===== config.mk =====
export PLATFORM = sky130hd
export DESIGN_NAME = cpu_top
export DESIGN_NICKNAME = d
export VERILOG_FILES = /design/src/common/cpu_pkg.sv /design/src/verilog/clock_enable.sv /design/src/cpu_core/cpu_control.sv /design/src/cpu_core/cpu_datapath.sv /design/src/verilog/cpu_top.sv
export SDC_FILE = /design/constraint.sdc
export NUM_CORES = 1
export LEC_CHECK = 0
export ABC_AREA = 0
export BUFFER_PORTS_ARGS = -buffer_cell sky130_fd_sc_hd__buf_2
export CORE_MARGIN = 2
export CORE_UTILIZATION = 50
export CTS_CLUSTER_DIAMETER = 100
export DETAILED_ROUTE_END_ITERATION = 8
export PLACE_DENSITY = 0.72
export SLEW_MARGIN = 10
export SYNTH_ARGS = -nofsm -noshare
export SYNTH_HDL_FRONTEND = slang
export SYNTH_SLANG_ARGS = --single-unit

===== constraint.sdc =====
create_clock -name clock_i -period 8.8 [get_ports clock_i]
set_input_delay 0.44 -clock clock_i [delete_from_list [all_inputs] [get_ports clock_i]]
set_output_delay 0.44 -clock clock_i [all_outputs]
set_load 0.1 [all_outputs]

===== src/common/cpu_pkg.sv =====
package cpu_pkg;

  localparam int DATA_WIDTH = 8;
  localparam int ADDR_WIDTH = 16;

  typedef logic [DATA_WIDTH-1:0] byte_t;
  typedef logic [ADDR_WIDTH-1:0] addr_t;

  // Instruction stages, reset fetch runs before the first opcode
  typedef enum logic [2:0] {
    STAGE_FETCH    = 3'd0,
    STAGE_1        = 3'd1,
    STAGE_2        = 3'd2,
    STAGE_3        = 3'd3,
    STAGE_RESET_LO = 3'd4,
    STAGE_RESET_HI = 3'd5
  } stage_t;

  // Loads
  localparam byte_t OP_LDA_IMM = 8'hA9;
  localparam byte_t OP_LDA_ZP  = 8'hA5;
  localparam byte_t OP_LDA_ZPX = 8'hB5;
  localparam byte_t OP_LDA_ABS = 8'hAD;
  localparam byte_t OP_LDX_IMM = 8'hA2;
  localparam byte_t OP_LDX_ZP  = 8'hA6;
  localparam byte_t OP_LDY_IMM = 8'hA0;
  localparam byte_t OP_LDY_ZP  = 8'hA4;

  // Store, arithmetic, flow
  localparam byte_t OP_STA_ZP  = 8'h85;
  localparam byte_t OP_ADC_IMM = 8'h69;
  localparam byte_t OP_JMP_ABS = 8'h4C;
  localparam byte_t OP_NOP     = 8'hEA;

  // Register transfers
  localparam byte_t OP_TAX = 8'hAA;
  localparam byte_t OP_TAY = 8'hA8;
  localparam byte_t OP_TXA = 8'h8A;
  localparam byte_t OP_TYA = 8'h98;
  localparam byte_t OP_TXS = 8'h9A;
  localparam byte_t OP_TSX = 8'hBA;

  // Reset vector
  localparam addr_t VECTOR_LO_ADDR = 16'hFFFC;
  localparam addr_t VECTOR_HI_ADDR = 16'hFFFD;

endpackage


===== src/verilog/clock_enable.sv =====
`timescale 1ns/1ps

module clock_enable #(
  parameter int unsigned CLOCK_DIVIDER = 4
) (
  input  logic clock_i,
  input  logic reset_i,
  output logic step_o
);

  localparam int COUNT_WIDTH = (CLOCK_DIVIDER > 1) ? $clog2(CLOCK_DIVIDER) : 1;

  logic [COUNT_WIDTH-1:0] count;

  always_ff @(posedge clock_i) begin
    if (reset_i) begin
      count  <= '0;
      step_o <= 1'b0;
    end else if (count == COUNT_WIDTH'(CLOCK_DIVIDER - 1)) begin
      count  <= '0;
      step_o <= 1'b1;
    end else begin
      count  <= count + 1'b1;
      step_o <= 1'b0;
    end
  end

endmodule


===== src/cpu_core/cpu_control.sv =====
`timescale 1ns/1ps

module cpu_control
  import cpu_pkg::*;
(
  input  logic  clock_i,
  input  logic  reset_i,
  input  logic  step_i,
  input  byte_t data_i,
  input  logic  data_valid_i,
  output logic  bus_read_o,
  output logic  bus_write_o,
  output logic  data_to_acc_o,
  output logic  data_to_x_o,
  output logic  data_to_y_o,
  output logic  data_to_addr_low_o,
  output logic  data_to_addr_high_o,
  output logic  zero_to_addr_high_o,
  output logic  data_to_pc_low_o,
  output logic  data_to_pc_high_o,
  output logic  data_to_hold_o,
  output logic  hold_to_addr_low_o,
  output logic  hold_to_acc_o,
  output logic  acc_to_alu_o,
  output logic  x_to_alu_o,
  output logic  alu_to_hold_o,
  output logic  acc_to_data_o,
  output logic  acc_to_x_o,
  output logic  acc_to_y_o,
  output logic  x_to_acc_o,
  output logic  y_to_acc_o,
  output logic  x_to_sp_o,
  output logic  sp_to_x_o,
  output logic  pc_low_to_addr_low_o,
  output logic  inc_pc_to_pc_o,
  output logic  inc_pc_to_addr_o,
  output logic  vector_hi_to_addr_o
);

  stage_t stage;
  stage_t next_stage;
  byte_t  opcode;
  logic   load_opcode;
  logic   finish;
  logic   bus_read;
  logic   bus_write;

  always_comb begin
    data_to_acc_o        = 1'b0;
    data_to_x_o          = 1'b0;
    data_to_y_o          = 1'b0;
    data_to_addr_low_o   = 1'b0;
    data_to_addr_high_o  = 1'b0;
    zero_to_addr_high_o  = 1'b0;
    data_to_pc_low_o     = 1'b0;
    data_to_pc_high_o    = 1'b0;
    data_to_hold_o       = 1'b0;
    hold_to_addr_low_o   = 1'b0;
    hold_to_acc_o        = 1'b0;
    acc_to_alu_o         = 1'b0;
    x_to_alu_o           = 1'b0;
    alu_to_hold_o        = 1'b0;
    acc_to_data_o        = 1'b0;
    acc_to_x_o           = 1'b0;
    acc_to_y_o           = 1'b0;
    x_to_acc_o           = 1'b0;
    y_to_acc_o           = 1'b0;
    x_to_sp_o            = 1'b0;
    sp_to_x_o            = 1'b0;
    pc_low_to_addr_low_o = 1'b0;
    inc_pc_to_pc_o       = 1'b0;
    inc_pc_to_addr_o     = 1'b0;
    vector_hi_to_addr_o  = 1'b0;
    load_opcode          = 1'b0;
    finish               = 1'b0;
    bus_read             = 1'b0;
    bus_write            = 1'b0;
    next_stage           = stage;

    case (stage)
      STAGE_FETCH: begin
        if (data_valid_i) begin
          next_stage  = STAGE_1;
          load_opcode = 1'b1;
          // Sum of the previous ADC lands here
          hold_to_acc_o = (opcode == OP_ADC_IMM);
          case (data_i)
            OP_NOP, OP_TAX, OP_TAY, OP_TXA, OP_TYA, OP_TXS, OP_TSX: begin
            end
            default: begin
              // Point at the operand byte
              inc_pc_to_pc_o   = 1'b1;
              inc_pc_to_addr_o = 1'b1;
              bus_read         = 1'b1;
            end
          endcase
        end
      end

      STAGE_1: begin
        case (opcode)
          OP_TAX: begin
            acc_to_x_o = 1'b1;
            finish     = 1'b1;
          end
          OP_TAY: begin
            acc_to_y_o = 1'b1;
            finish     = 1'b1;
          end
          OP_TXA: begin
            x_to_acc_o = 1'b1;
            finish     = 1'b1;
          end
          OP_TYA: begin
            y_to_acc_o = 1'b1;
            finish     = 1'b1;
          end
          OP_TXS: begin
            x_to_sp_o = 1'b1;
            finish    = 1'b1;
          end
          OP_TSX: begin
            sp_to_x_o = 1'b1;
            finish    = 1'b1;
          end
          OP_LDA_IMM, OP_LDX_IMM, OP_LDY_IMM: begin
            if (data_valid_i) begin
              data_to_acc_o = (opcode == OP_LDA_IMM);
              data_to_x_o   = (opcode == OP_LDX_IMM);
              data_to_y_o   = (opcode == OP_LDY_IMM);
              finish        = 1'b1;
            end
          end
          OP_ADC_IMM: begin
            if (data_valid_i) begin
              acc_to_alu_o  = 1'b1;
              alu_to_hold_o = 1'b1;
              finish        = 1'b1;
            end
          end
          OP_STA_ZP: begin
            if (data_valid_i) begin
              next_stage          = STAGE_2;
              data_to_addr_low_o  = 1'b1;
              zero_to_addr_high_o = 1'b1;
              acc_to_data_o       = 1'b1;
              bus_write           = 1'b1;
            end
          end
          OP_LDA_ZP, OP_LDX_ZP, OP_LDY_ZP: begin
            if (data_valid_i) begin
              next_stage          = STAGE_2;
              data_to_addr_low_o  = 1'b1;
              zero_to_addr_high_o = 1'b1;
              bus_read            = 1'b1;
            end
          end
          OP_LDA_ZPX: begin
            if (data_valid_i) begin
              next_stage    = STAGE_2;
              x_to_alu_o    = 1'b1;
              alu_to_hold_o = 1'b1;
            end
          end
          OP_LDA_ABS: begin
            if (data_valid_i) begin
              next_stage       = STAGE_2;
              data_to_hold_o   = 1'b1;
              inc_pc_to_addr_o = 1'b1;
              bus_read         = 1'b1;
            end
          end
          OP_JMP_ABS: begin
            if (data_valid_i) begin
              next_stage       = STAGE_2;
              data_to_pc_low_o = 1'b1;
              inc_pc_to_addr_o = 1'b1;
              bus_read         = 1'b1;
            end
          end
          // NOP and anything unknown step over one byte
          default: finish = 1'b1;
        endcase
      end

      STAGE_2: begin
        case (opcode)
          OP_LDA_ZP, OP_LDX_ZP, OP_LDY_ZP: begin
            if (data_valid_i) begin
              data_to_acc_o = (opcode == OP_LDA_ZP);
              data_to_x_o   = (opcode == OP_LDX_ZP);
              data_to_y_o   = (opcode == OP_LDY_ZP);
              finish        = 1'b1;
            end
          end
          OP_LDA_ZPX: begin
            next_stage          = STAGE_3;
            hold_to_addr_low_o  = 1'b1;
            zero_to_addr_high_o = 1'b1;
            bus_read            = 1'b1;
          end
          OP_LDA_ABS: begin
            if (data_valid_i) begin
              next_stage          = STAGE_3;
              hold_to_addr_low_o  = 1'b1;
              data_to_addr_high_o = 1'b1;
              inc_pc_to_pc_o      = 1'b1;
              bus_read            = 1'b1;
            end
          end
          OP_JMP_ABS: begin
            if (data_valid_i) begin
              next_stage           = STAGE_FETCH;
              data_to_pc_high_o    = 1'b1;
              pc_low_to_addr_low_o = 1'b1;
              data_to_addr_high_o  = 1'b1;
              bus_read             = 1'b1;
            end
          end
          // STA write is done
          default: finish = 1'b1;
        endcase
      end

      STAGE_3: begin
        if (data_valid_i) begin
          data_to_acc_o = 1'b1;
          finish        = 1'b1;
        end
      end

      STAGE_RESET_LO: begin
        if (data_valid_i) begin
          next_stage          = STAGE_RESET_HI;
          data_to_pc_low_o    = 1'b1;
          vector_hi_to_addr_o = 1'b1;
          bus_read            = 1'b1;
        end
      end

      STAGE_RESET_HI: begin
        if (data_valid_i) begin
          next_stage           = STAGE_FETCH;
          data_to_pc_high_o    = 1'b1;
          pc_low_to_addr_low_o = 1'b1;
          data_to_addr_high_o  = 1'b1;
          bus_read             = 1'b1;
        end
      end

      default: next_stage = STAGE_RESET_LO;
    endcase

    // Last step of an instruction, move on to the next opcode
    if (finish) begin
      next_stage       = STAGE_FETCH;
      inc_pc_to_pc_o   = 1'b1;
      inc_pc_to_addr_o = 1'b1;
      bus_read         = 1'b1;
    end
  end

  always_ff @(posedge clock_i) begin
    if (reset_i) begin
      stage       <= STAGE_RESET_LO;
      opcode      <= OP_NOP;
      bus_read_o  <= 1'b1;
      bus_write_o <= 1'b0;
    end else if (step_i) begin
      stage <= next_stage;
      if (load_opcode) begin
        opcode <= data_i;
      end
      // Bus levels hold while a stage waits for data
      if (next_stage != stage) begin
        bus_read_o  <= bus_read;
        bus_write_o <= bus_write;
      end
    end
  end

endmodule


===== src/cpu_core/cpu_datapath.sv =====
`timescale 1ns/1ps

module cpu_datapath
  import cpu_pkg::*;
(
  input  logic  clock_i,
  input  logic  reset_i,
  input  logic  step_i,
  input  byte_t data_i,
  input  logic  data_to_acc_i,
  input  logic  data_to_x_i,
  input  logic  data_to_y_i,
  input  logic  data_to_addr_low_i,
  input  logic  data_to_addr_high_i,
  input  logic  zero_to_addr_high_i,
  input  logic  data_to_pc_low_i,
  input  logic  data_to_pc_high_i,
  input  logic  data_to_hold_i,
  input  logic  hold_to_addr_low_i,
  input  logic  hold_to_acc_i,
  input  logic  acc_to_alu_i,
  input  logic  x_to_alu_i,
  input  logic  alu_to_hold_i,
  input  logic  acc_to_data_i,
  input  logic  acc_to_x_i,
  input  logic  acc_to_y_i,
  input  logic  x_to_acc_i,
  input  logic  y_to_acc_i,
  input  logic  x_to_sp_i,
  input  logic  sp_to_x_i,
  input  logic  pc_low_to_addr_low_i,
  input  logic  inc_pc_to_pc_i,
  input  logic  inc_pc_to_addr_i,
  input  logic  vector_hi_to_addr_i,
  output addr_t address_o,
  output byte_t data_o
);

  // Programmer visible
  byte_t accumulator;
  byte_t index_x;
  byte_t index_y;
  byte_t stack_pointer;
  byte_t pc_high;
  byte_t pc_low;

  // Internal
  byte_t adder_hold;
  byte_t address_high;
  byte_t address_low;
  byte_t data_output;

  addr_t pc_plus_one;
  byte_t alu_a;
  byte_t alu_sum;

  assign pc_plus_one = {pc_high, pc_low} + 16'd1;

  always_comb begin
    alu_a = '0;
    if (acc_to_alu_i) begin
      alu_a = accumulator;
    end
    if (x_to_alu_i) begin
      alu_a = index_x;
    end
  end

  // Carry is dropped, sum wraps at 256
  assign alu_sum = alu_a + data_i;

  // Later strobes in each chain take priority
  always_ff @(posedge clock_i) begin
    if (reset_i) begin
      {address_high, address_low} <= VECTOR_LO_ADDR;
      accumulator   <= '0;
      index_x       <= '0;
      index_y       <= '0;
      stack_pointer <= '0;
    end else if (step_i) begin
      if (data_to_acc_i) accumulator <= data_i;
      if (hold_to_acc_i) accumulator <= adder_hold;
      if (x_to_acc_i) accumulator <= index_x;
      if (y_to_acc_i) accumulator <= index_y;

      if (data_to_x_i) index_x <= data_i;
      if (acc_to_x_i) index_x <= accumulator;
      if (sp_to_x_i) index_x <= stack_pointer;

      if (data_to_y_i) index_y <= data_i;
      if (acc_to_y_i) index_y <= accumulator;

      if (x_to_sp_i) stack_pointer <= index_x;

      if (zero_to_addr_high_i) address_high <= '0;
      if (data_to_addr_low_i) address_low <= data_i;
      if (data_to_addr_high_i) address_high <= data_i;
      if (pc_low_to_addr_low_i) address_low <= pc_low;
      if (inc_pc_to_addr_i) {address_high, address_low} <= pc_plus_one;
      if (vector_hi_to_addr_i) {address_high, address_low} <= VECTOR_HI_ADDR;
      if (hold_to_addr_low_i) address_low <= adder_hold;
    end
  end

  always_ff @(posedge clock_i) begin
    if (step_i) begin
      if (data_to_pc_low_i) pc_low <= data_i;
      if (data_to_pc_high_i) pc_high <= data_i;
      if (inc_pc_to_pc_i) {pc_high, pc_low} <= pc_plus_one;

      if (data_to_hold_i) adder_hold <= data_i;
      if (alu_to_hold_i) adder_hold <= alu_sum;

      if (acc_to_data_i) data_output <= accumulator;
    end
  end

  assign address_o = {address_high, address_low};
  assign data_o    = data_output;

endmodule


===== src/verilog/cpu_top.sv =====
`timescale 1ns/1ps

module cpu_top
  import cpu_pkg::*;
#(
  parameter int unsigned CLOCK_DIVIDER = 4
) (
  input  logic  clock_i,
  input  logic  reset_i,
  input  byte_t data_i,
  input  logic  data_valid_i,
  output byte_t data_o,
  output addr_t address_o,
  output logic  bus_read_o,
  output logic  bus_write_o
);

  logic step;

  // Register transfer strobes
  logic data_to_acc;
  logic data_to_x;
  logic data_to_y;
  logic data_to_addr_low;
  logic data_to_addr_high;
  logic zero_to_addr_high;
  logic data_to_pc_low;
  logic data_to_pc_high;
  logic data_to_hold;
  logic hold_to_addr_low;
  logic hold_to_acc;
  logic acc_to_alu;
  logic x_to_alu;
  logic alu_to_hold;
  logic acc_to_data;
  logic acc_to_x;
  logic acc_to_y;
  logic x_to_acc;
  logic y_to_acc;
  logic x_to_sp;
  logic sp_to_x;
  logic pc_low_to_addr_low;
  logic inc_pc_to_pc;
  logic inc_pc_to_addr;
  logic vector_hi_to_addr;

  clock_enable #(
    .CLOCK_DIVIDER(CLOCK_DIVIDER)
  ) clock_enable0 (
    .clock_i(clock_i),
    .reset_i(reset_i),
    .step_o (step)
  );

  cpu_control control0 (
    .clock_i             (clock_i),
    .reset_i             (reset_i),
    .step_i              (step),
    .data_i              (data_i),
    .data_valid_i        (data_valid_i),
    .bus_read_o          (bus_read_o),
    .bus_write_o         (bus_write_o),
    .data_to_acc_o       (data_to_acc),
    .data_to_x_o         (data_to_x),
    .data_to_y_o         (data_to_y),
    .data_to_addr_low_o  (data_to_addr_low),
    .data_to_addr_high_o (data_to_addr_high),
    .zero_to_addr_high_o (zero_to_addr_high),
    .data_to_pc_low_o    (data_to_pc_low),
    .data_to_pc_high_o   (data_to_pc_high),
    .data_to_hold_o      (data_to_hold),
    .hold_to_addr_low_o  (hold_to_addr_low),
    .hold_to_acc_o       (hold_to_acc),
    .acc_to_alu_o        (acc_to_alu),
    .x_to_alu_o          (x_to_alu),
    .alu_to_hold_o       (alu_to_hold),
    .acc_to_data_o       (acc_to_data),
    .acc_to_x_o          (acc_to_x),
    .acc_to_y_o          (acc_to_y),
    .x_to_acc_o          (x_to_acc),
    .y_to_acc_o          (y_to_acc),
    .x_to_sp_o           (x_to_sp),
    .sp_to_x_o           (sp_to_x),
    .pc_low_to_addr_low_o(pc_low_to_addr_low),
    .inc_pc_to_pc_o      (inc_pc_to_pc),
    .inc_pc_to_addr_o    (inc_pc_to_addr),
    .vector_hi_to_addr_o (vector_hi_to_addr)
  );

  cpu_datapath datapath0 (
    .clock_i             (clock_i),
    .reset_i             (reset_i),
    .step_i              (step),
    .data_i              (data_i),
    .data_to_acc_i       (data_to_acc),
    .data_to_x_i         (data_to_x),
    .data_to_y_i         (data_to_y),
    .data_to_addr_low_i  (data_to_addr_low),
    .data_to_addr_high_i (data_to_addr_high),
    .zero_to_addr_high_i (zero_to_addr_high),
    .data_to_pc_low_i    (data_to_pc_low),
    .data_to_pc_high_i   (data_to_pc_high),
    .data_to_hold_i      (data_to_hold),
    .hold_to_addr_low_i  (hold_to_addr_low),
    .hold_to_acc_i       (hold_to_acc),
    .acc_to_alu_i        (acc_to_alu),
    .x_to_alu_i          (x_to_alu),
    .alu_to_hold_i       (alu_to_hold),
    .acc_to_data_i       (acc_to_data),
    .acc_to_x_i          (acc_to_x),
    .acc_to_y_i          (acc_to_y),
    .x_to_acc_i          (x_to_acc),
    .y_to_acc_i          (y_to_acc),
    .x_to_sp_i           (x_to_sp),
    .sp_to_x_i           (sp_to_x),
    .pc_low_to_addr_low_i(pc_low_to_addr_low),
    .inc_pc_to_pc_i      (inc_pc_to_pc),
    .inc_pc_to_addr_i    (inc_pc_to_addr),
    .vector_hi_to_addr_i (vector_hi_to_addr),
    .address_o           (address_o),
    .data_o              (data_o)
  );

endmodule


==> results.md, run 1 <==
- Simple-Gate Fraction of Synth Area: 22.05%
- Fin crit period: 3.537 ns
- Number of synthesized flops with an enable pin: 32
- Initial Utilization: 51.21%
- Mapped Nets: 665
- Top-count cell post-synth: nand2_1
- CP max FO: 13
- Clock slew seen by the registers of the worst setup and hold paths: 0.07 ns
- Die area: 0.01252 mm²
- Drt via density: 6.206
- Crit path arrival time: 3.64 ns
- Multi-input gate area: 0.003318 mm²
- Post-CTS Setup Inserts: 0
- Reg-to-Reg Start: control0.opcode[0]$_SDFFE_PP0P_
- Adder-cell share of the synthesized area: 2.278%
- Period Utilization, post-route: 40.19%
- Total gr overflow: 0
- FF+latch area: 0.002242 mm²
- Clock tree buffer depth: 2
- Via total after detailed routing: 4,940
- IO buf count: 36
- Remaining antenna violation count: 0
- First-pass GRT wire length: 25,850 µm
- H-tree depth: 3
- Die H: 111.9 µm
- Synth area leaders: dfxtp_1 (22%), edfxtp_1 (17%), mux2i_1 (8.1%)
- Unrepaired setup endpoints after global routing: false
- Final setup vio count: 0
- Filler cell count in the final layout: 1,039
- Total track usage: 26.16%
- Area leader, netlist: dfxtp_1
- Post-route DRC: 0
- Drt first pass iters: 5
- Slew @ Worst Pin: 1.075 ns
- CTS resizes: 0
- Post-synthesis cell count: 644
- Post-synth top area share: 22.01%
- Max Cap Violations: 0
- Fin nets: 669
- TritonCTS clock tree: built
- Worst Path Required: 8.91 ns
- Synthesized cell area: 0.005822 mm²
- Iteration-0 DRC Markers: 331
- Slew margin rel.: 28.31%
- Number of library cell types mapped by synthesis: 78
- Synth cell count leaders: nand2_1 (76), nor2_1 (68), dfxtp_1 (64), a21oi_1 (56), mux2i_1 (47)
- Routed WL per cell: 20.17 µm
- Layout cells sized above 1: 15.16%
- Largest net degree at the start of global routing: 58
- Hold_buf cts: 0
- Area growth, synth to finish: 7.307%
- Worst setup SP type: register
- Vias in the first global route: 4,865
- Initial antenna violation count: 0
- Clk sinks: 96
- Drt total wl: 16,050 µm
- Fmax: 282.7 MHz
- CP Class: register to register
- Sequential share of the synthesized area: 38.51%
- DP HPWL: 11,330 µm
- Gpl congestion: 0.9469
- Status: finished, final reports clean
- YS warnings: 0
- Leakage: 2.517 nW
- # diodes: 0
- Synth Area in Compound Gates: 17.06%
- Multiplexer share of the synthesized area: 12.14%
- Main synth FF type: dfxtp_1
- Clk_lat worst skew: 0.36 ns
- Worst VDD drop: 0.0001195 V
- Core Footprint: 0.01137 mm²
- Die Wd: 111.9 µm
- Async S/R FF share, synth: 0%
- Worst clock skew: 0.007675 ns
- Max Slew Vio Count: 0
- XOR/XNOR Fraction of Synth Area: 3.460%
- Main combinational cell family by area after synthesis: simple AND/OR/NAND/NOR gates
- Hold slack: 0.4335 ns
- Root Driver: clkbuf_16
- Flops & latches, synth: 96
- Crit path launch: control0.opcode[0]$_SDFFE_PP0P_
- Cell Rows: 39
- IO Count: 37
- Pwr dens: 146.6 mW/mm²
- HP Start: clock_enable0.count[0]$_SDFF_PP0_
- Inserted Clock Buffers: 9
- Setup Total Neg Slack: 0 ns
- Final hold violation count: 0
- Critical Path End Type: register
- Hold Path Class: register to register
- Syn_area_per_cell: 9.040 µm²
final cells by class:
| class | count | share of cell area [%] |
|---|---|---|
| sequential | 96 | 35.89 |
| clock inverter | 7 | 1.041 |
| inverter | 6 | 0.3605 |
| tap | 143 | 2.864 |
| clock buffer | 9 | 3.605 |
| timing repair buffer | 38 | 3.124 |
| multi-input combinational | 497 | 53.11 |
power by group:
group          internal (mW)  switching (mW)  total [mW]
logic                 0.0204          0.0455      0.0659
clock network          0.198           0.189       0.387
registers              0.460         0.00305       0.463
worst paths after layout:
check                                                          to  slack, ns  depth (start not counted)
worst min register to register  clock_enable0.count[0]$_SDFF_PP0_       0.43                          1
worst min-delay path            clock_enable0.count[0]$_SDFF_PP0_       0.43                          1
worst max register to register  datapath0.adder_hold[7]$_DFFE_PP_       5.26                         13
worst max-delay path            datapath0.adder_hold[7]$_DFFE_PP_       5.26                         13
through the flow:
step	setup WS (ns)	power, mW	utilization [%]	cell area [µm²]	instances
5_1_grt	4.937	0.9413	54.95	6247	796
4_1_cts	5.295	0.9206	54.95	6247	796
3_3_place_gp	5.115	0.5363	52.39	5957	780
6_report	5.263	0.9156	54.95	6247	796
3_5_place_dp	4.986	0.5378	52.39	5957	780
2_1_floorplan	5.741	0.5206	-	5822	644
worst max-delay path, cell delays in order (launching register included):
cell      delay (ns)
dfxtp_1         0.62
and4bb_1        0.30
nand2_1         0.18
nor2_1          0.32
a22o_1          0.26
ha_1            0.26
a21o_1          0.16
a21o_1          0.19
a21o_1          0.18
a21oi_1         0.24
o21ai_0         0.17
nor3_1          0.18
a31oi_1         0.07
xnor2_1         0.14
flip-flops by register name (all words and copies together) (netlist names), 3 cells and up:
register,count
control0.stage,3
datapath0.stack_pointer,8
datapath0.adder_hold,8
datapath0.pc_high,8
datapath0.data_o,8
datapath0.index_y,8
datapath0.address_high,8
datapath0.accumulator,8
datapath0.index_x,8
datapath0.address_low,8
datapath0.pc_low,8
control0.opcode,8
cells in the final DEF, fill, tap and decap left out, drive strengths merged, types with 6 or more instances in the layout:
cell / synthesis / final
inv: 6 / 10
buf: 23 / 38
edfxtp: 32 / 32
xnor2: 14 / 14
nand4: 6 / 6
a22o: 6 / 6
and3: 8 / 8
dfxtp: 64 / 64
nand2b: 9 / 9
o21ai: 19 / 19
nand2: 82 / 82
ha: 9 / 9
a31oi: 8 / 8
a21o: 6 / 6
nor3: 13 / 13
mux2: 21 / 21
xor2: 9 / 9
clkbuf: 22 / 9
a311o: 8 / 8
a21oi: 57 / 57
nor2b: 10 / 10
mux2i: 47 / 47
nand3: 22 / 22
and2: 8 / 8
nor2: 69 / 69
metal layers:
| metal | vias to the layer above | share of wire (%) | track usage, % |
|---|---|---|---|
| li1 | 2348 | - | - |
| met1 | 2396 | 44 | 33.50 |
| met2 | 151 | 48 | 42.99 |
| met3 | 45 | 4.9 | 5.063 |
| met4 | 0 | 3.6 | 11.69 |
| met5 | - | 0 | 0 |
logic make-up (layout without fill, tap and decap cells):
family          after synthesis  after routing
compound gates              143            143
flops                        96             96
mux                          68             68
fa+ha+maj                    10             10
simple gates                253            253
buf+inv                      51             60
xor+xnor                     23             23
No activity file was read; power rests on OpenSTA's default activity.
==> run 2: changes to the inputs <==
- clock period: 8.8 -> 3.61 ns (I/O delays scaled with it)
==> results.md, run 2 (synthesized netlist as in run 1, its figures left out) <==
- Status: finished, final reports clean (unchanged)
- Multi-input gate area: 0.003321 mm² (was 0.003318 mm²)
- Routed WL per cell: 20.09 µm (was 20.17 µm)
- Crit path arrival time: 3.36 ns (was 3.64 ns)
- Hold Path Class: primary input to register (was register to register)
- Initial antenna violation count: 0 (unchanged)
- Post-route DRC: 0 (unchanged)
- Hold_buf cts: 0 (unchanged)
- H-tree depth: 3 (unchanged)
- Clock slew seen by the registers of the worst setup and hold paths: 0.07 ns (about the same)
- Slew @ Worst Pin: 0.7172 ns (was 1.075 ns)
- Internal Power: 1.638 mW (was 0.6783 mW)
- First-pass GRT wire length: 25,910 µm (was 25,850 µm)
- Worst Path Required: 3.71 ns (was 8.91 ns)
- Slowest stage cell, crit path: dfxtp_1 (unchanged)
- Dpl cells: 796 (was 780)
- Layout cells sized above 1: 17.19% (was 15.16%)
- Drt total wl: 16,310 µm (was 16,050 µm)
- DP HPWL: 11,720 µm (was 11,330 µm)
- Switching share of power: 24.88% (was 25.92%)
- Die Wd: 111.9 µm (unchanged)
- Final design utilization: 55.87% (was 54.95%)
- Via total after detailed routing: 5,006 (was 4,940)
- Max Cap Violations: 0 (unchanged)
- Total gr overflow: 0 (unchanged)
- Cell Rows: 39 (unchanged)
- CP max FO: 10 (was 13)
- Die area: 0.01252 mm² (unchanged)
- Final hold violation count: 0 (unchanged)
- Critical Path End Type: register (unchanged)
- Filler cell count in the final layout: 1,024 (was 1,039)
- Clock tree buffer depth: 2 (unchanged)
- Hold slack: 0.2363 ns (was 0.4335 ns)
- Drt via density: 6.165 (was 6.206)
- IO Count: 37 (unchanged)
- Gpl congestion: 0.9127 (was 0.9469)
- Clk sinks: 96 (unchanged)
- CTS resizes: 0 (unchanged)
- Worst path most repeated cell: a21o_1 (unchanged)
- Commonest non-fill, non-tap cell in the layout: nand2_1 (unchanged)
- Vias in the first global route: 4,960 (was 4,865)
- Setup Total Neg Slack: 0 ns (unchanged)
- Max Slew Vio Count: 0 (unchanged)
- Clk pwr share: 40.7% (was 42.3%)
- CP max stage delay: 0.50 ns (was 0.62 ns)
- Final std cells w/o fill: 812 (was 796)
- Pwr dens: 343.3 mW/mm² (was 146.6 mW/mm²)
- Unrepaired setup endpoints after global routing: false (unchanged)
- Worst VDD drop: 0.0004241 V (was 0.0001195 V)
- TritonCTS clock tree: built (unchanged)
- Total track usage: 26.49% (was 26.16%)
- Seq pwr share: 51.6% (was 50.5%)
- Die H: 111.9 µm (unchanged)
- Most frequent cells in the layout: nand2_1 (76), nor2_1 (67), dfxtp_1 (64), a21oi_1 (56), mux2i_1 (47) (was nand2_1 (76), nor2_1 (68), dfxtp_1 (64), a21oi_1 (56), mux2i_1 (47))
- Worst clock skew: 0.006156 ns (was 0.007675 ns)
- Period Utilization, post-route: 90.28% (was 40.19%)
- Initial Utilization: 51.21% (unchanged)
- # diodes: 0 (unchanged)
- Final setup vio count: 0 (unchanged)
- CP cell instances: and4b_1 > nand2_1 > nor2_1 > a22o_1 > ha_1 > a21o_1 > a21o_1 > a21o_1 > a21oi_1 > o21ai_0 > nor3_1 > a31oi_1 > xnor2_1 (was and4bb_1 > nand2_1 > nor2_1 > a22o_1 > ha_1 > a21o_1 > a21o_1 > a21o_1 > a21oi_1 > o21ai_0 > nor3_1 > a31oi_1 > xnor2_1)
- DP Worst Slack: 0.3135 ns (was 4.986 ns)
- Combinational fraction of design power: 7.7% (was 7.2%)
- FF+latch area: 0.002242 mm² (unchanged)
- Area growth, synth to finish: 9.112% (was 7.307%)
- Core Footprint: 0.01137 mm² (unchanged)
- Largest net degree at the start of global routing: 58 (unchanged)
- Remaining antenna violation count: 0 (unchanged)
- Fin crit period: 3.259 ns (was 3.537 ns)
- CP Class: register to register (unchanged)
- Inserted Clock Buffers: 9 (unchanged)
- Iteration-0 DRC Markers: 450 (was 331)
- Fin nets: 685 (was 669)
- Post-CTS Setup Inserts: 0 (unchanged)
- Clk_lat worst skew: 0.35 ns (was 0.36 ns)
- Leakage: 2.575 nW (was 2.517 nW)
- Final critical-path setup slack: 0.3509 ns (was 5.263 ns)
- Fmax: 306.8 MHz (was 282.7 MHz)
- Slew margin rel.: 52.01% (was 28.31%)
- Drt first pass iters: 5 (unchanged)
- IO buf count: 36 (unchanged)
- Worst setup SP type: register (unchanged)
- Root Driver: clkbuf_16 (unchanged)
- Switching power: 0.5427 mW (was 0.2373 mW)
run 2: metal layers:
metal  part of all wire [%]  global-route usage (%)  wire length [µm]  vias up
met4                    4.1                   14.07               675        0
met5                      0                       0                 0        -
met1                     43                   32.34              6946     2411
li1                       -                       -                 -     2373
met2                     47                   43.76              7731      180
met3                    5.9                   5.825               956       42
run 2: metrics by stage:
| step | area, µm² | total power, mW |
|---|---|---|
| after floorplan | 5822 | 1.269 |
| after global placement | 6077 | 1.310 |
| after detailed placement | 6077 | 1.314 |
| after CTS | 6350 | 2.191 |
| after global routing | 6352 | 2.250 |
| final | 6352 | 2.181 |
run 2: final timing paths:
kind	start	endpoint	slack (ns)	cells after the start
min	data_i[0]	control0.opcode[0]$_SDFFE_PP0P_	0.24	3
min reg2reg	clock_enable0.count[0]$_SDFF_PP0_	clock_enable0.count[0]$_SDFF_PP0_	0.43	1
max	control0.opcode[5]$_SDFFE_PP1P_	datapath0.adder_hold[7]$_DFFE_PP_	0.35	13
max reg2reg	control0.opcode[5]$_SDFFE_PP1P_	datapath0.adder_hold[7]$_DFFE_PP_	0.35	13
run 2: final cells by class:
cell class / instances / share of cell area, %
Inverter: 6 / 0.3545
Clock inverter: 7 / 0.7485
Sequential cell: 96 / 35.30
Clock buffer: 9 / 3.545
Timing Repair Buffer: 54 / 4.964
Multi-Input combinational cell: 497 / 52.27
Tap cell: 143 / 2.817
run 2: power by group through the flow:
| stage | Clock (mW) | Sequential, mW | Combinational (mW) |
|---|---|---|---|
| 6_report | 0.888 | 1.13 | 0.168 |
| 3_3_place_gp | 0 | 1.15 | 0.161 |
| 5_1_grt | 0.944 | 1.13 | 0.180 |
| 2_1_floorplan | 0 | 1.17 | 0.0978 |
| 4_1_cts | 0.900 | 1.13 | 0.166 |
| 3_5_place_dp | 0 | 1.15 | 0.165 |
run 2: worst max-delay path, delay by kind of cell, from the launching register on:
| family | cells | cell delay, ns |
|---|---|---|
| compound gates | 7 | 1.25 |
| simple gates | 4 | 0.89 |
| flops | 1 | 0.50 |
| fa+ha+maj | 1 | 0.24 |
| xor+xnor | 1 | 0.13 |
==> run 3: changes to the inputs <==
- GPL_ROUTABILITY_DRIVEN: not set -> 0
- RECOVER_POWER: not set -> 100
==> results.md, run 3 (synthesized netlist as in run 1, its figures left out) <==
- Initial Utilization: 51.21% (unchanged)
- Switching share of power: 23.22% (was 24.88%)
- HP Start: data_i[0] (unchanged)
- Clk_lat worst skew: 0.36 ns (was 0.35 ns)
- Worst flop-to-flop path endpoint: datapath0.adder_hold[6]$_DFFE_PP_ (was datapath0.adder_hold[7]$_DFFE_PP_)
- Routed WL per cell: 19.29 µm (was 20.09 µm)
- Slew @ Worst Pin: 1.199 ns (was 0.7172 ns)
- Max Slew Vio Count: 0 (unchanged)
- Drt total wl: 15,570 µm (was 16,310 µm)
- Worst setup SP type: register (unchanged)
- Hold Path Class: primary input to register (unchanged)
- Slew margin rel.: 20.41% (was 52.01%)
- Worst clock skew: 0.01088 ns (was 0.006156 ns)
- Crit path arrival time: 3.41 ns (was 3.36 ns)
- H-tree depth: 3 (unchanged)
- Final design utilization: 55.03% (was 55.87%)
- Seq pwr share: 50.2% (was 51.6%)
- Clock tree buffer depth: 2 (unchanged)
- Placed cell areas: 0.006040 mm² (was 0.006077 mm²)
- Clk pwr share: 42.7% (was 40.7%)
- Die H: 111.9 µm (unchanged)
- DP HPWL: 11,090 µm (was 11,720 µm)
- Clk sinks: 96 (unchanged)
- Period Utilization, post-route: 91.22% (was 90.28%)
- Area growth, synth to finish: 7.479% (was 9.112%)
- Remaining antenna violation count: 0 (unchanged)
- Fin nets: 680 (was 685)
- Fin crit period: 3.293 ns (was 3.259 ns)
- Hold_buf cts: 0 (unchanged)
- Cell Rows: 39 (unchanged)
- Layout cells sized above 1: 10.39% (was 17.19%)
- Initial antenna violation count: 0 (unchanged)
- Final Cell Area: 0.006257 mm² (was 0.006352 mm²)
- Filler cell count in the final layout: 1,063 (was 1,024)
- Most frequent cells in the layout: nand2_1 (79), nor2_1 (67), dfxtp_1 (64), a21oi_1 (56), mux2i_1 (47) (was nand2_1 (76), nor2_1 (67), dfxtp_1 (64), a21oi_1 (56), mux2i_1 (47))
- Worst Hold Path EP: control0.opcode[0]$_SDFFE_PP0P_ (unchanged)
- Final hold violation count: 0 (unchanged)
- Combinational fraction of design power: 7.1% (was 7.7%)
- Die area: 0.01252 mm² (unchanged)
- Clock slew seen by the registers of the worst setup and hold paths: 0.06 ns (was 0.07 ns)
- Drt first pass iters: 5 (unchanged)
- Setup Total Neg Slack: 0 ns (unchanged)
- Internal Power: 1.726 mW (was 1.638 mW)
- Switching power: 0.5220 mW (was 0.5427 mW)
- Unrepaired setup endpoints after global routing: false (unchanged)
- IO buf count: 36 (unchanged)
- CP max FO: 12 (was 10)
- Drt via density: 6.171 (was 6.165)
- Total track usage: 25.54% (was 26.49%)
- Hold slack: 0.2176 ns (was 0.2363 ns)
- Die Wd: 111.9 µm (unchanged)
- Max Cap Violations: 0 (unchanged)
- # diodes: 0 (unchanged)
- TritonCTS clock tree: built (unchanged)
- Root Driver: clkbuf_16 (unchanged)
- R2R cell count: 13 (unchanged)
- Vias in the first global route: 4,836 (was 4,960)
- First-pass GRT wire length: 25,270 µm (was 25,910 µm)
- Leakage: 2.480 nW (was 2.575 nW)
- Total gr overflow: 0 (unchanged)
- Status: finished, final reports clean (unchanged)
- Largest net degree at the start of global routing: 58 (unchanged)
- Core Footprint: 0.01137 mm² (unchanged)
- Worst Path Required: 3.72 ns (was 3.71 ns)
- Post-route DRC: 0 (unchanged)
- IO Count: 37 (unchanged)
- R2r setup slk: 0.32 ns (was 0.35 ns)
- CP Class: register to register (unchanged)
- Fmax: 303.7 MHz (was 306.8 MHz)
- Commonest non-fill, non-tap cell in the layout: nand2_1 (unchanged)
- Pwr dens: 359.2 mW/mm² (was 343.3 mW/mm²)
- Reg-to-Reg Start: control0.opcode[1]$_SDFFE_PP1P_ (was control0.opcode[5]$_SDFFE_PP1P_)
- Inserted Clock Buffers: 9 (unchanged)
- Critical Path End Type: register (unchanged)
- Final setup vio count: 0 (unchanged)
- Worst VDD drop: 0.0003804 V (was 0.0004241 V)
- Via total after detailed routing: 4,980 (was 5,006)
- Iteration-0 DRC Markers: 531 (was 450)
- Cell count of the worst hold path: 3 (unchanged)
==> run 3: cell count changes in the layout (fill, tap and decap cells not counted), moves of 2 or more <==
| cell | previous run | this run |
|---|---|---|
| nand2_1 | 76 | 79 |
| buf_4 | 18 | 8 |
| and2_0 | 0 | 2 |
| or3b_4 | 2 | 0 |
| buf_2 | 36 | 10 |
| and2_1 | 8 | 6 |
| clkinvlp_4 | 4 | 1 |
| or3b_1 | 0 | 2 |
| clkbuf_1 | 0 | 34 |
| nand2_2 | 4 | 1 |
==> run 3: worst max path at each step <==
stage	start	endpoint	slack, ns	cells after the start
floorplan	control0.stage[1]$_SDFFE_PP0P_	datapath0.adder_hold[7]$_DFFE_PP_	0.58	14
global placement	data_valid_i	datapath0.adder_hold[7]$_DFFE_PP_	0.34	15
detailed placement	data_valid_i	datapath0.adder_hold[7]$_DFFE_PP_	0.23	15
CTS	control0.opcode[2]$_SDFFE_PP0P_	datapath0.adder_hold[7]$_DFFE_PP_	0.25	14
global route	control0.opcode[1]$_SDFFE_PP1P_	datapath0.adder_hold[7]$_DFFE_PP_	0.02	14
finish	control0.opcode[1]$_SDFFE_PP1P_	datapath0.adder_hold[6]$_DFFE_PP_	0.32	13
==> run 3: metal layers <==
layer  wire, µm  up-vias  GRT usage [%]
li1           -     2362              -
met1       6713     2386          33.39
met2       7256      200          41.37
met3       1211       32          6.042
met4        386        0          9.383
met5          0        -              0
==> run 3: stage by stage <==
step,power (mW),cells,setup slack (ns)
after floorplan,1.269,644,0.5833
after global placement,1.307,791,0.3372
after detailed placement,1.311,791,0.2343
after CTS,2.260,807,0.2456
after global routing,2.311,807,0.01821
final,2.248,807,0.3171
==> run 3: power groups by stage <==
stage	sequential (mW)	combinational (mW)	clock, mW
3_5_place_dp	1.15	0.159	0
4_1_cts	1.13	0.160	0.972
2_1_floorplan	1.17	0.0978	0
5_1_grt	1.13	0.173	1.01
3_3_place_gp	1.15	0.155	0
6_report	1.13	0.160	0.960
==> run 3: layout make-up <==
type	instances	area, µm²	area share [%]
multi-input cells	497	3294	52.65
flip-flops and latches	96	2242	35.83
clock buffers	13	250.2	3.999
repair buffers	49	226.5	3.619
well taps	143	178.9	2.859
clock inverters	3	42.54	0.6799
inverters	6	22.52	0.3599
==> run 3: repair_timing <==
item                                    CTS  global route
resized for setup                         0             3
endpoints found under the hold margin     0             0
endpoints found under the setup margin    0             1
setup buffers                             0             0
==> run 3: critical path, stage by stage (launching register included) <==
cell	delay (ns)
dfxtp_1	0.58
nand2b_1	0.25
nor2_1	0.08
nand2_1	0.16
nor2_4	0.07
a22o_1	0.19
ha_1	0.20
fa_1	0.41
a21o_1	0.19
a21o_1	0.20
a21o_1	0.18
a21oi_1	0.18
xnor2_1	0.08
mux2_2	0.27
